<file path="config.mk">
export PLATFORM = sky130hd
export DESIGN_NAME = riscv_lsu
export DESIGN_NICKNAME = d
export VERILOG_FILES = /design/src/riscv_pkg.sv /design/src/riscv_lsu.sv
export SDC_FILE = /design/constraint.sdc
export NUM_CORES = 1
export LEC_CHECK = 0
export BUFFER_PORTS_ARGS = -buffer_cell sky130_fd_sc_hd__buf_4
export CORE_UTILIZATION = 48
export CTS_BUF_LIST = sky130_fd_sc_hd__clkbuf_8
export DETAILED_ROUTE_END_ITERATION = 10
export PLACE_DENSITY = 0.84
export SLEW_MARGIN = 20
export SYNTH_ARGS = -nofsm -noshare
export SYNTH_HDL_FRONTEND = slang
export SYNTH_SLANG_ARGS = --single-unit
</file>
<file path="constraint.sdc">
create_clock -name clk -period 2.6 [get_ports clk]
set_clock_uncertainty 0.1 [all_clocks]
set_input_delay 0.65 -clock clk [delete_from_list [all_inputs] [get_ports clk]]
set_output_delay 0.65 -clock clk [all_outputs]
set_load 0.01 [all_outputs]
</file>
<file path="src/riscv_pkg.sv">
// shared types and constants for the rv32i core, imported by every rtl file
package riscv_pkg;

  // data words, addresses and register indices
  typedef logic [31:0] word_t;
  typedef logic [4:0]  reg_addr_t;
  typedef logic [3:0]  be_t;        // one bit per byte lane

  // major opcodes that the core executes
  localparam logic [6:0] OPC_LUI   = 7'b0110111;
  localparam logic [6:0] OPC_OPIMM = 7'b0010011;
  localparam logic [6:0] OPC_OP    = 7'b0110011;
  localparam logic [6:0] OPC_LOAD  = 7'b0000011;
  localparam logic [6:0] OPC_STORE = 7'b0100011;

  localparam word_t INSTR_STEP = 32'd4;  // no branches, pc only walks forward

  typedef enum logic [3:0] {
    ALU_ADD,
    ALU_SUB,
    ALU_SLL,
    ALU_SLT,
    ALU_SLTU,
    ALU_XOR,
    ALU_SRL,
    ALU_SRA,
    ALU_OR,
    ALU_AND,
    ALU_PASS_B  // lui
  } alu_op_e;

  typedef enum logic [1:0] {
    SIZE_BYTE,
    SIZE_HALF,
    SIZE_WORD
  } mem_size_e;

  typedef enum logic [2:0] {
    S_IDLE,
    S_FETCH,
    S_EXECUTE,
    S_MEM_REQ,
    S_MEM_WAIT
  } ctrl_state_e;

endpackage

</file>
<file path="src/riscv_lsu.sv">
// load/store unit, drives the data port with word address and byte enables, aligns loads
module riscv_lsu import riscv_pkg::*;
(
  input  logic      clk,
  input  logic      rst_n,
  input  logic      start_i,      // one-cycle pulse from the controller
  input  logic      we_i,
  input  mem_size_e size_i,
  input  logic      unsigned_i,
  input  word_t     addr_i,       // byte address from the alu adder
  input  word_t     wdata_i,
  input  logic      data_gnt_i,
  input  logic      data_r_valid_i,
  input  word_t     data_rdata_i,
  output logic      data_req_o,
  output word_t     data_addr_o,
  output logic      data_we_o,
  output be_t       data_be_o,
  output word_t     data_wdata_o,
  output word_t     rdata_o,      // aligned and extended load value
  output logic      done_o
);

  logic       req_q;
  logic       wait_q;
  logic       done_q;
  logic       we_q;
  word_t      addr_q;
  word_t      wdata_q;
  word_t      rdata_q;
  be_t        be_q;
  mem_size_e  size_q;
  logic       unsigned_q;
  logic [1:0] off_q;
  be_t        be_d;
  word_t      wdata_d;
  word_t      shifted;

  //////////////////////////////////////////////////
  // store side: lanes and byte enables
  //////////////////////////////////////////////////
  always_comb
  begin
    case (size_i)
      SIZE_BYTE:
      begin
        be_d    = be_t'(4'b0001 << addr_i[1:0]);
        wdata_d = {4{wdata_i[7:0]}};   // copy into every lane
      end
      SIZE_HALF:
      begin
        be_d    = addr_i[1] ? 4'b1100 : 4'b0011;  // bit 0 ignored
        wdata_d = {2{wdata_i[15:0]}};
      end
      default:
      begin
        be_d    = 4'b1111;
        wdata_d = wdata_i;
      end
    endcase
  end

  always_ff @(posedge clk or negedge rst_n)
  begin
    if (!rst_n)
    begin
      req_q  <= 1'b0;
      wait_q <= 1'b0;
      done_q <= 1'b0;
      we_q   <= 1'b0;
    end
    else
    begin
      done_q <= wait_q & data_r_valid_i;  // stores wait for rvalid too
      if (start_i)
      begin
        req_q <= 1'b1;
        we_q  <= we_i;
      end
      else if (req_q && data_gnt_i)
        req_q <= 1'b0;
      if (req_q && data_gnt_i)
        wait_q <= 1'b1;
      else if (data_r_valid_i)
        wait_q <= 1'b0;
    end
  end

  // access payload, loaded on start
  always_ff @(posedge clk)
  begin
    if (start_i)
    begin
      addr_q     <= {addr_i[31:2], 2'b00};
      off_q      <= addr_i[1:0];
      be_q       <= be_d;
      wdata_q    <= wdata_d;
      size_q     <= size_i;
      unsigned_q <= unsigned_i;
    end
    if (wait_q && data_r_valid_i)
      rdata_q <= data_rdata_i;     // raw word, aligned below
  end

  //////////////////////////////////////////////////
  // load side: shift lane down and extend
  //////////////////////////////////////////////////
  always_comb
  begin
    shifted = rdata_q >> {off_q, 3'b000};
    case (size_q)
      SIZE_BYTE: rdata_o = {{24{shifted[7] & ~unsigned_q}}, shifted[7:0]};
      SIZE_HALF:
      begin
        shifted = rdata_q >> {off_q[1], 4'b0000};
        rdata_o = {{16{shifted[15] & ~unsigned_q}}, shifted[15:0]};
      end
      default:   rdata_o = rdata_q;
    endcase
  end

  assign data_req_o   = req_q;
  assign data_addr_o  = addr_q;
  assign data_we_o    = we_q;
  assign data_be_o    = be_q;
  assign data_wdata_o = wdata_q;
  assign done_o       = done_q;

  // at least one lane per request, and the enables hold until granted
  a_be_nonzero : assert property (@(posedge clk) disable iff (!rst_n)
    data_req_o |-> (|data_be_o));
  a_req_held : assert property (@(posedge clk) disable iff (!rst_n)
    data_req_o && !data_gnt_i |=> data_req_o && $stable(data_be_o) && $stable(data_addr_o));

endmodule

</file>
==> metrics.md, run 1 <==
| Metric | Value |
|---|---|
| Status | finished with violations |
| Failing checks | negative setup slack |
| Post-Syn Instances | approximately 280 |
| Initial antenna violation count | 0 |
| Layout Nets | ~600 |
| Switching share of power | about 27% |
| Count leader, synth | edfxtp_1 |
| Initial DRC count | roughly 100 |
| Largest net degree at the start of global routing | 35 |
| Period utilization | 110.2% |
| Global Route Usage Sum | around a quarter |
| Final Max Tran Viols | 0 |
| Top post-synthesis cells by count | edfxtp_1 (103), mux2_2 (25), inv_1 (20) |
| Routed wl met2 | around 6.2 mm |
| Clock sink count | between 100 and 150 |
| Total wire length | 11.57 mm |
| Hold path cells | 1 |
| Clk_lat worst skew | ~0.35 ns |
| Final WS setup | -0.2647 ns |
| Area of the die | between 9000 and 10000 sq um |
| Synth warn | 0 |
| Area contributors post-synth | edfxtp_1 (72%), mux2_2 (6.5%), dfrtp_1 (2.3%) |
| Routed len/inst | roughly 19 um |
| Switching pwr | ~1000 uW |
| Placed cell area | 5998 sq um |
| Share of the synthesized area in the top cell type | between 70% and 80% |
| Levels on crit path | 5 |
| Worst path top cell family by delay | compound AO/OA/AOI/OAI gates |
| Met1 wire length | between 3 and 4 mm |
| # rows | 34 |
| Max stage delay on crit path | around 0.48 ns |
| Final Cell Area | roughly 6500 sq um |
| Asr flop ratio synth | around 3.7% |
| DR vias | between 3000 and 4000 |
| Area growth syn-to-layout | 50.97% |
| Pleak | ~0.0028 uW |
| Antenna fix cells | 0 |
| CTS tree | done |
| CTS Buf Count | 9 |
| Max Used Layer | met4 |
| Initial cell density of the core | roughly half |
| Tightest Hold Check Type | in2reg |
| Fin. Hold Viols | 0 |
| # Max-Cap Violations | 0 |
| Final HPWL DP | 8.111 mm |
| DRC viols | 0 |
| Maximum clock rate | 349.1 MHz |
| Die Y | between 90 and 100 um |
| Placeable Area | 8721 sq um |
| Total of fill cells in the finished design | ~530 |
| RSZ-0062 raised after global routing | yes |
| Internal power | 2859 uW |
| Final min period | ~2.9 ns |
| PortBufs | around 210 |
| First-pass GRT wire length | 16.99 mm |
| Root Buffer | clkbuf_8 |
| Yosys top cell by area | edfxtp_1 |
| WP data arrival | 2.11 ns |
| CP bufs+invs | 1 |
| Setup total negative slack | -4.476 ns |
| Via density | around 5.3 |
| CP startpoint kind | register |
| Final setup violation count | 31 |
| CP max FO | 8 |
| Htree depth | 3 |
| Sequential share of power | a little over half |
| GP Congestion | roughly 0.89 |
| Pwr dens | 599.3 nW/um^2 |
| Worst-case clock buffer depth | 2 |
| I/O pin count | 208 |
| Worst-path clk slew | 0.12 ns |
| Post-synth EDFFs | a little over 100 |
| Met3 WL | 1.262 mm |
| Reg2Reg Depth | 2 |
| Vias in the first global route | around 3300 |
| FF+latch count, synth | approximately 110 |
| Top FF cell, synth | edfxtp_1 |
| Crit Path Class | reg2out |
| Logic pwr share | between 20% and 30% |
| Average cell area after synthesis | approximately 16 sq um |
| Final ANT Viol Nets | 0 |
| Clock share of power | 25.0% |
| DR pass1 iterations | 4 |
| Synthesized area | around 4300 sq um |
| Global route overflow | 0 |
| Max VDD drop | between 0.5 and 0.6 mV |
| Slowest cell on the critical path | edfxtp_1 |
| Ratio of cells with drive above 1 in the final layout | about three fifths |
| Endpoint class of the critical path | primary output |
| CP cell instances | mux2i_1 -> or4_4 -> a32o_2 -> a21oi_2 -> buf_4 |
| Worst EP required | 1.85 ns |
| Synth cell types | 28 |
| DIE WIDTH | ~97 um |
| Register area share after synthesis | between 70% and 80% |
final timing paths:
kind / slack [ns] / from / endpoint
min in group asynchronous: 0.50 / rst_n / data_req_o
setup / recovery: -0.26 / off_q[1] / rdata_o[28]
setup reg to reg: 1.25 / wait_q / rdata_q[23]
hold / removal: 0.35 / addr_i[14] / data_addr_o[14]
max in group asynchronous: 1.80 / rst_n / wait_q
hold reg to reg: 0.43 / data_req_o / data_req_o
cell type report:
type                            instances  area [sq um]  share of cell area (%)
Sequential cell                       107          3193                   49.01
Timing Repair Buffer                  225          1745                   26.79
Multi-Input combinational cell        134          1170                   17.96
Tap cell                              108         135.1                   2.074
Clock buffer                            9         123.9                   1.901
Inverter                               20         78.83                   1.210
Clock inverter                          7         68.82                   1.056
kinds of logic after synthesis:
logic type	after synthesis	share of synthesized area [%]
buffers and inverters	37	3.827
AND/OR/NAND/NOR	31	3.276
AO/OA/AOI/OAI	65	9.974
flip-flops	107	73.99
multiplexers	35	8.843
other	1	0.08690
power by group through the flow:
stage / combinational (uW) / clock [uW] / sequential [uW]
3_5_place_dp: 736 / 0 / 2130
2_1_floorplan: 244 / 0 / 2170
4_1_cts: 790 / 1010 / 2090
3_3_place_gp: 718 / 0 / 2120
6_report: 832 / 977 / 2100
5_1_grt: 882 / 1070 / 2110
state kept, by name, indices dropped and copies added (netlist names):
register	count
data_req_o	1
rdata_q	32
unsigned_q	1
wait_q	1
off_q	2
data_addr_o	30
size_q	2
data_wdata_o	32
data_be_o	4
data_we_o	1
done_o	1
stage by stage:
step / std cells / worst slack (ns) / total power, uW / utilization [%] / hold WS [ns]
CTS: 607 / -0.2198 / 3890 / 73.27 / 0.3377
finish: 610 / -0.2647 / 3905 / 74.71 / 0.3507
detailed placement: 584 / 0.07822 / 2863 / 68.78 / 0.3483
global route: 610 / -0.3248 / 4054 / 74.71 / 0.3215
floorplan: 277 / 0.2318 / 2414 / - / 0.2544
global placement: 584 / 0.1861 / 2839 / 68.78 / 0.3480
cell usage in the layout, fill, tap and decap left out, types with 9 or more instances in the layout:
| master | n |
|---|---|
| a21oi_2 | 20 |
| clkbuf_8 | 9 |
| edfxtp_1 | 103 |
| nand2_1 | 17 |
| mux2i_1 | 9 |
| o21ai_0 | 10 |
| mux2_2 | 25 |
| inv_1 | 20 |
| buf_4 | 218 |
layer usage:
| metal | vias up | GRT usage [%] |
|---|---|---|
| li1 | 1477 | - |
| met4 | 0 | 7.807 |
| met5 | - | 0 |
| met2 | 185 | 41.82 |
| met3 | 17 | 11.49 |
| met1 | 1541 | 25.53 |
timing repair:
item	in CTS	in global routing
buffers inserted	6	2
pin swaps	9	3
resized for setup	35	20
hold buffers	1	0
endpoints found under the setup margin	31	32
cloned	1	1
hold endpoints to repair	4	0
No activity file was read; power rests on OpenSTA's default activity.
==> run 2: changes to the inputs <==
--- a/config.mk
+++ b/config.mk
@@ -7,3 +7,4 @@
 export LEC_CHECK = 0
-export BUFFER_PORTS_ARGS = -buffer_cell sky130_fd_sc_hd__buf_4
+export BUFFER_PORTS_ARGS = -buffer_cell sky130_fd_sc_hd__buf_2
+export CORE_ASPECT_RATIO = 0.8
 export CORE_UTILIZATION = 48
==> constraint.sdc (replaced) <==
create_clock -name clk -period 2.6 [get_ports clk]
set_clock_uncertainty 0.1 [all_clocks]
set_input_delay 0.39 -clock clk [delete_from_list [all_inputs] [get_ports clk]]
set_output_delay 0.39 -clock clk [all_outputs]
set_load 0.01 [all_outputs]
==> run 2 against run 1 <==
  * The flow now finishes without violations
  * Maximum frequency up 12%
  * Via count fell by 2.0%
  * Cell count down 0.33%
  * Die area barely moved
  * Sequential share of layout area up 6.3 points
  * Worst hold slack worse by 0.26 ns
  * Largest power group unchanged
  * Largest cell class unchanged
  * Count of clock-buffer cells in the layout stayed put
  * Flip-flop and latch count unchanged
==> metrics.md, run 2 (synthesized netlist as in run 1, its figures left out) <==
| Metric | Value |
|---|---|
| Routed len/inst | 17.74 um (-6.5%) |
| Footprint of the multi-input gates | 1002 sq um (-14%) |
| WP data arrival | 2.07 ns (-0.04 ns) |
| Initial cell density of the core | 50.20% (+0.72 points) |
| Ratio of cells with drive above 1 in the final layout | 55.65% (-6.1 points) |
| RSZ-0062 raised after global routing | yes |
| # rows | 30 (-12%) |
| Final HPWL DP | 7.816 mm (-3.6%) |
| PortBufs | 205 (unchanged) |
| Reg2Reg Depth | 2 (unchanged) |
| Fin cells | 608 (-0.33%) |
| Vias in the first global route | 3238 (-0.95%) |
| Crit Path Class | reg2out |
| Maximum clock rate | 390.3 MHz (+12%) |
| Fin. Hold Viols | 0 (unchanged) |
| Max stage delay on crit path | 0.46 ns (-0.02 ns) |
| # Max-Cap Violations | 0 (unchanged) |
| Worst-margin pin slew | ~0.57 ns |
| Critical R2R Launch | wait_q |
| Area growth syn-to-layout | 33.69% |
| Most frequent cells in the layout | buf_2 (205), edfxtp_1 (103), mux2_2 (25) |
| Antenna fix cells | 0 (unchanged) |
| Via density | 5.189 (-1.7%) |
| CP cell instances | mux2i_1 -> or4_4 -> a32o_4 -> a21oi_1 -> buf_2 |
| R2R Setup Slk | 1.33 ns (+0.08 ns) |
| DIE WIDTH | 108.0 um (+12%) |
| CTS tree | done |
| Final Cell Area | 5769 sq um (-11%) |
| Final Max Tran Viols | 0 (unchanged) |
| Max_slew headroom | 62.14% |
| Clock sink count | 107 (unchanged) |
| CP max FO | 8 (unchanged) |
| CP startpoint kind | register |
| Placed cell area | 5490 sq um (-8.5%) |
| Worst-case clock buffer depth | 2 (unchanged) |
| Total wire length | 10.79 mm (-6.8%) |
| Total of fill cells in the finished design | 632 (+20%) |
| DR vias | 3155 (-2.0%) |
| Area of the die | 9376 sq um (about the same) |
| Final setup violation count | 0 (-100%) |
| Hold Startpoint | addr_i[2] |
| CTS Buf Count | 9 (unchanged) |
| Period utilization | 98.55% (-12 points) |
| Worst-path clk slew | 0.11 ns (about the same) |
| Die Y | 86.81 um (-10%) |
| Inst Count DP | 588 (+0.68%) |
| Initial antenna violation count | 0 (unchanged) |
| Max VDD drop | 0.5032 mV (-4.4%) |
| CP Launch Point | off_q[1] |
| Total chip power | 3775 uW (-3.3%) |
| GP Congestion | 0.8016 (-9.9%) |
| Largest net degree at the start of global routing | 34 (-2.9%) |
| Endpoint class of the critical path | primary output |
| Final ANT Viol Nets | 0 (unchanged) |
| Tightest Hold Check Type | in2reg |
| Clk_lat worst skew | 0.35 ns (about the same) |
| First-pass GRT wire length | 15.89 mm (-6.5%) |
| I/O pin count | 208 (unchanged) |
| Pwr dens | 654.4 nW/um^2 (+9.2%) |
| DR pass1 iterations | 5 (+1) |
| Htree depth | 3 (unchanged) |
| Status | completed |
| FF/Latch Area | 3193 sq um (unchanged) |
| Core Util, Final | 67.12% (-7.6 points) |
| Worst EP required | 2.11 ns (+0.26 ns) |
| Initial DRC count | 194 (+90%) |
| DRC viols | 0 (unchanged) |
| Commonest non-fill, non-tap cell in the layout | buf_2 |
| Hold path cells | 1 (unchanged) |
| Final min period | 2.562 ns (-0.3023 ns) |
| Slowest cell on the critical path | or4_4 |
| Global Route Usage Sum | 23.02% (-1.0 points) |
| Pleak | 0.002518 uW (-8.4%) |
| Placeable Area | 8596 sq um (-1.4%) |
| Root Buffer | clkbuf_8 |
| Global route overflow | 0 (unchanged) |
| Layout Nets | 596 (-1.0%) |
-- run 2: worst paths after layout --
kind                             endpoint
max                           rdata_o[17]
min                        data_addr_o[2]
max reg2reg                   rdata_q[27]
min reg2reg                     data_we_o
max in group asynchronous       data_we_o
min in group asynchronous          wait_q
-- run 2: layout make-up --
class                   count  share of cell area (%)
flip-flops and latches    107                   55.35
repair buffers            219                   19.87
multi-input cells         134                   17.37
well taps                 112                   2.429
clock buffers               9                   2.147
clock inverters             7                   1.540
inverters                  20                   1.301
-- run 2: critical path: cells and delay by family, from the launching register on --
| kind | cells | cell delay (ns) |
|---|---|---|
| AND/OR/NAND/NOR | 1 | 0.46 |
| flip-flops | 1 | 0.45 |
| multiplexers | 1 | 0.14 |
| buffers and inverters | 1 | 0.14 |
| AO/OA/AOI/OAI | 2 | 0.52 |
-- run 2: report_power, final --
part	total, uW	switching, uW	internal [uW]
clock	1070	596	471
combinational	626	351	275
sequential	2080	44.5	2040
total	3780	991	2780
-- run 2: routing by layer --
metal / up-vias / track usage [%] / wire length [um]
met1: 1501 / 24.57 / 3778
met3: 21 / 10.23 / 1326
met4: 0 / 8.593 / 225
met5: - / 0 / 0
li1: 1466 / - / -
met2: 167 / 40.24 / 5454
-- run 2: what timing repair did --
action	in CTS	in global routing
setup endpoints to repair	16	31
hold endpoints to repair	4	0
gates resized for setup	2	4
hold buffers	1	0
cloned	1	0
pin swaps	2	1
buffers inserted	3	0
-- run 2: metrics by stage --
step           hold slack [ns]  setup TNS (ns)  worst slack, ns
2_1_floorplan        -0.005591               0           0.4918
3_3_place_gp           0.09421               0           0.4123
3_5_place_dp            0.1035               0           0.3225
4_1_cts                0.07101               0          0.01088
5_1_grt                0.07087         -0.1273         -0.03478
6_report               0.08727               0          0.03762
==> run 3: changes to the inputs <==
--- a/config.mk
+++ b/config.mk
@@ -13,2 +13,3 @@
 export PLACE_DENSITY = 0.84
+export REMOVE_ABC_BUFFERS = 1
 export SLEW_MARGIN = 20
==> constraint.sdc (replaced) <==
create_clock -name clk -period 2.6 [get_ports clk]
set_clock_uncertainty 0.1 [all_clocks]
set_input_delay 0.26 -clock clk [delete_from_list [all_inputs] [get_ports clk]]
set_output_delay 0.26 -clock clk [all_outputs]
set_load 0.01 [all_outputs]
==> run 3 against run 2 <==
  * Critical path depth rose by 1
  * Sequential share of layout area fell by 6.1 points
  * Non-clock buffer count rose by 71
  * Sequential power barely moved
  * Cell count rose by 12%
  * Wire length rose by 15%
  * Utilization rose by 8.3 points
  * Worst hold slack got worse by 0.065 ns
  * Register-to-register slack got worse by 0.04 ns
  * Via count rose by 10%
  * Power rose by 2.2%
  * Worst setup slack improved by 0.066 ns
==> metrics.md, run 3 (synthesized netlist as in run 1, its figures left out) <==
| Metric | Value |
|---|---|
| Pwr dens | 595.5 nW/um^2 (-9.0%) |
| Most frequent cells in the layout | buf_2 (205), edfxtp_1 (103), dlygate4sd3_1 (73) |
| Clock share of power | 27.1% (-1.2 points) |
| Routed len/inst | 18.26 um (+3.0%) |
| Final Max Tran Viols | 0 (unchanged) |
| Switching pwr | 1008 uW (+1.7%) |
| Final min period | 2.496 ns (-0.06647 ns) |
| Commonest non-fill, non-tap cell in the layout | buf_2 |
| CP max FO | 8 (unchanged) |
| Tightest Hold Check Type | in2reg |
| Status | completed |
| Period utilization | 96.00% (-2.6 points) |
| Root Buffer | clkbuf_8 |
| CTS tree | done |
| Final HPWL DP | 7.944 mm (+1.6%) |
| Area growth syn-to-layout | 50.16% |
| Max VDD drop | 0.5012 mV (-0.39%) |
| Final setup violation count | 0 (unchanged) |
| PortBufs | 205 (unchanged) |
| Internal power | 2851 uW (+2.4%) |
| Initial DRC count | 216 (+11%) |
| Clock sink count | 107 (unchanged) |
| Initial antenna violation count | 2 (+2) |
| Pleak | 0.002813 uW (+12%) |
| # Max-Cap Violations | 0 (unchanged) |
| Setup total negative slack | 0 ns (unchanged) |
| Final hold slack | 0.02182 ns (-0.06545 ns) |
| Layout Nets | 667 (+12%) |
| Area of the die | 9376 sq um (unchanged) |
| Pre-CTS setup slack | 0.4482 ns (+0.1258 ns) |
| Vias in the first global route | 3619 (+12%) |
| Logic pwr share | 18.8% (+2.2 points) |
| DIE WIDTH | 108.0 um (unchanged) |
| CTS Buf Count | 9 (unchanged) |
| CP startpoint kind | register |
| Endpoint class of the critical path | primary output |
| Initial cell density of the core | 50.20% (unchanged) |
| Crit Path Class | reg2out |
| Via density | 5.106 (-1.6%) |
| Clk_lat worst skew | 0.36 ns (about the same) |
| Final WS setup | 0.1041 ns (+0.06647 ns) |
| Die Y | 86.81 um (unchanged) |
| Maximum clock rate | 400.7 MHz (+2.7%) |
| Worst-path clk slew | 0.09 ns (-0.02 ns) |
| First-pass GRT wire length | 18.27 mm (+15%) |
| WP data arrival | 2.14 ns (+0.07 ns) |
| Final ANT Viol Nets | 0 (unchanged) |
| Total wire length | 12.44 mm (+15%) |
| Htree depth | 3 (unchanged) |
| Global route overflow | 0 (unchanged) |
| I/O pin count | 208 (unchanged) |
| Worst-case clock buffer depth | 2 (unchanged) |
| DRC viols | 0 (unchanged) |
| Worst EP required | 2.24 ns (+0.13 ns) |
| GP Congestion | 0.8658 (+8.0%) |
| # rows | 30 (unchanged) |
| Fin. Hold Viols | 0 (unchanged) |
| Global Route Usage Sum | 26.92% (+3.9 points) |
| Ratio of cells with drive above 1 in the final layout | 48.15% (-7.5 points) |
| DR pass1 iterations | 4 (-1) |
| Largest net degree at the start of global routing | 35 (+2.9%) |
| DR vias | 3477 (+10%) |
| Switching share of power | 26.12% (-0.13 points) |
| Sequential share of power | 54.1% (-1.1 points) |
| Placeable Area | 8596 sq um (unchanged) |
-- run 3: cell types whose count changed in the layout (fill, tap and decap cells not counted) --
| cell | previous run | this run |
|---|---|---|
| a21oi_1 | 13 | 14 |
| a21oi_2 | 11 | 10 |
| buf_4 | 12 | 11 |
| clkinv_1 | 0 | 1 |
| clkinv_8 | 0 | 1 |
| clkinvlp_4 | 1 | 0 |
| diode_2 | 0 | 2 |
| dlygate4sd3_1 | 1 | 73 |
| inv_6 | 1 | 3 |
| inv_8 | 3 | 0 |
-- run 3: power by group through the flow --
| stage | Sequential, uW | Combinational [uW] | Clock [uW] |
|---|---|---|---|
| 2_1_floorplan | 2180 | 205 | 0 |
| 3_3_place_gp | 2120 | 587 | 0 |
| 3_5_place_dp | 2120 | 606 | 0 |
| 4_1_cts | 2080 | 694 | 1060 |
| 5_1_grt | 2100 | 783 | 1120 |
| 6_report | 2090 | 726 | 1040 |
-- run 3: path summary, 6_finish.rpt --
kind | start | endpoint | slack (ns) | cells past startpoint
min reg2reg | data_req_o | data_req_o | 0.43 | 1
max reg2reg | wait_q | rdata_q[16] | 1.29 | 2
max in group asynchronous | rst_n | data_req_o | 2.15 | 2
min in group asynchronous | rst_n | data_we_o | 0.13 | 2
max | off_q[1] | rdata_o[27] | 0.10 | 6
min | addr_i[1] | off_q[1] | 0.02 | 1
-- run 3: worst max-delay path, stage by stage, from the launching register on --
cell and delay (ns):
edfxtp_1 0.47, mux2i_1 0.16, or4_4 0.46, a32o_2 0.31, buf_12 0.15, a21oi_2 0.10, buf_2 0.14
-- run 3: metrics by stage --
step / instance area, sq um / instances / power, uW / utilization [%]
after CTS: 6417 / 677 / 3841 / 74.66
after floorplan: 4229 / 260 / 2389 / -
after global placement: 5478 / 588 / 2703 / 63.73
final: 6480 / 681 / 3859 / 75.39
after detailed placement: 5478 / 588 / 2729 / 63.73
after global routing: 6480 / 681 / 4001 / 75.39
-- run 3: per-layer routing --
metal  track usage (%)  routed length (um)  up-vias
li1                  -                   -     1609
met1             26.68                4219     1679
met2             50.03                6674      164
met3             11.80                1229       25
met4             8.966                 313        0
met5                 0                   0        -
-- run 3: timing repair --
item | in CTS | in global routing
endpoints found under the setup margin | 0 | 22
gates resized for setup | 0 | 5
hold buffers | 73 | 0
setup buffers | 0 | 1
hold endpoints to repair | 75 | 0
-- run 3: layout make-up --
| cell class | count | area, sq um |
|---|---|---|
| Timing Repair Buffer | 290 | 1859 |
| Multi-Input combinational cell | 134 | 998.5 |
| Antenna cell | 2 | 5.005 |
| Sequential cell | 107 | 3193 |
| Fill cell | 531 | 2116 |
| Inverter | 20 | 75.07 |
| Clock inverter | 7 | 85.08 |
| Tap cell | 112 | 140.1 |
| Clock buffer | 9 | 123.9 |
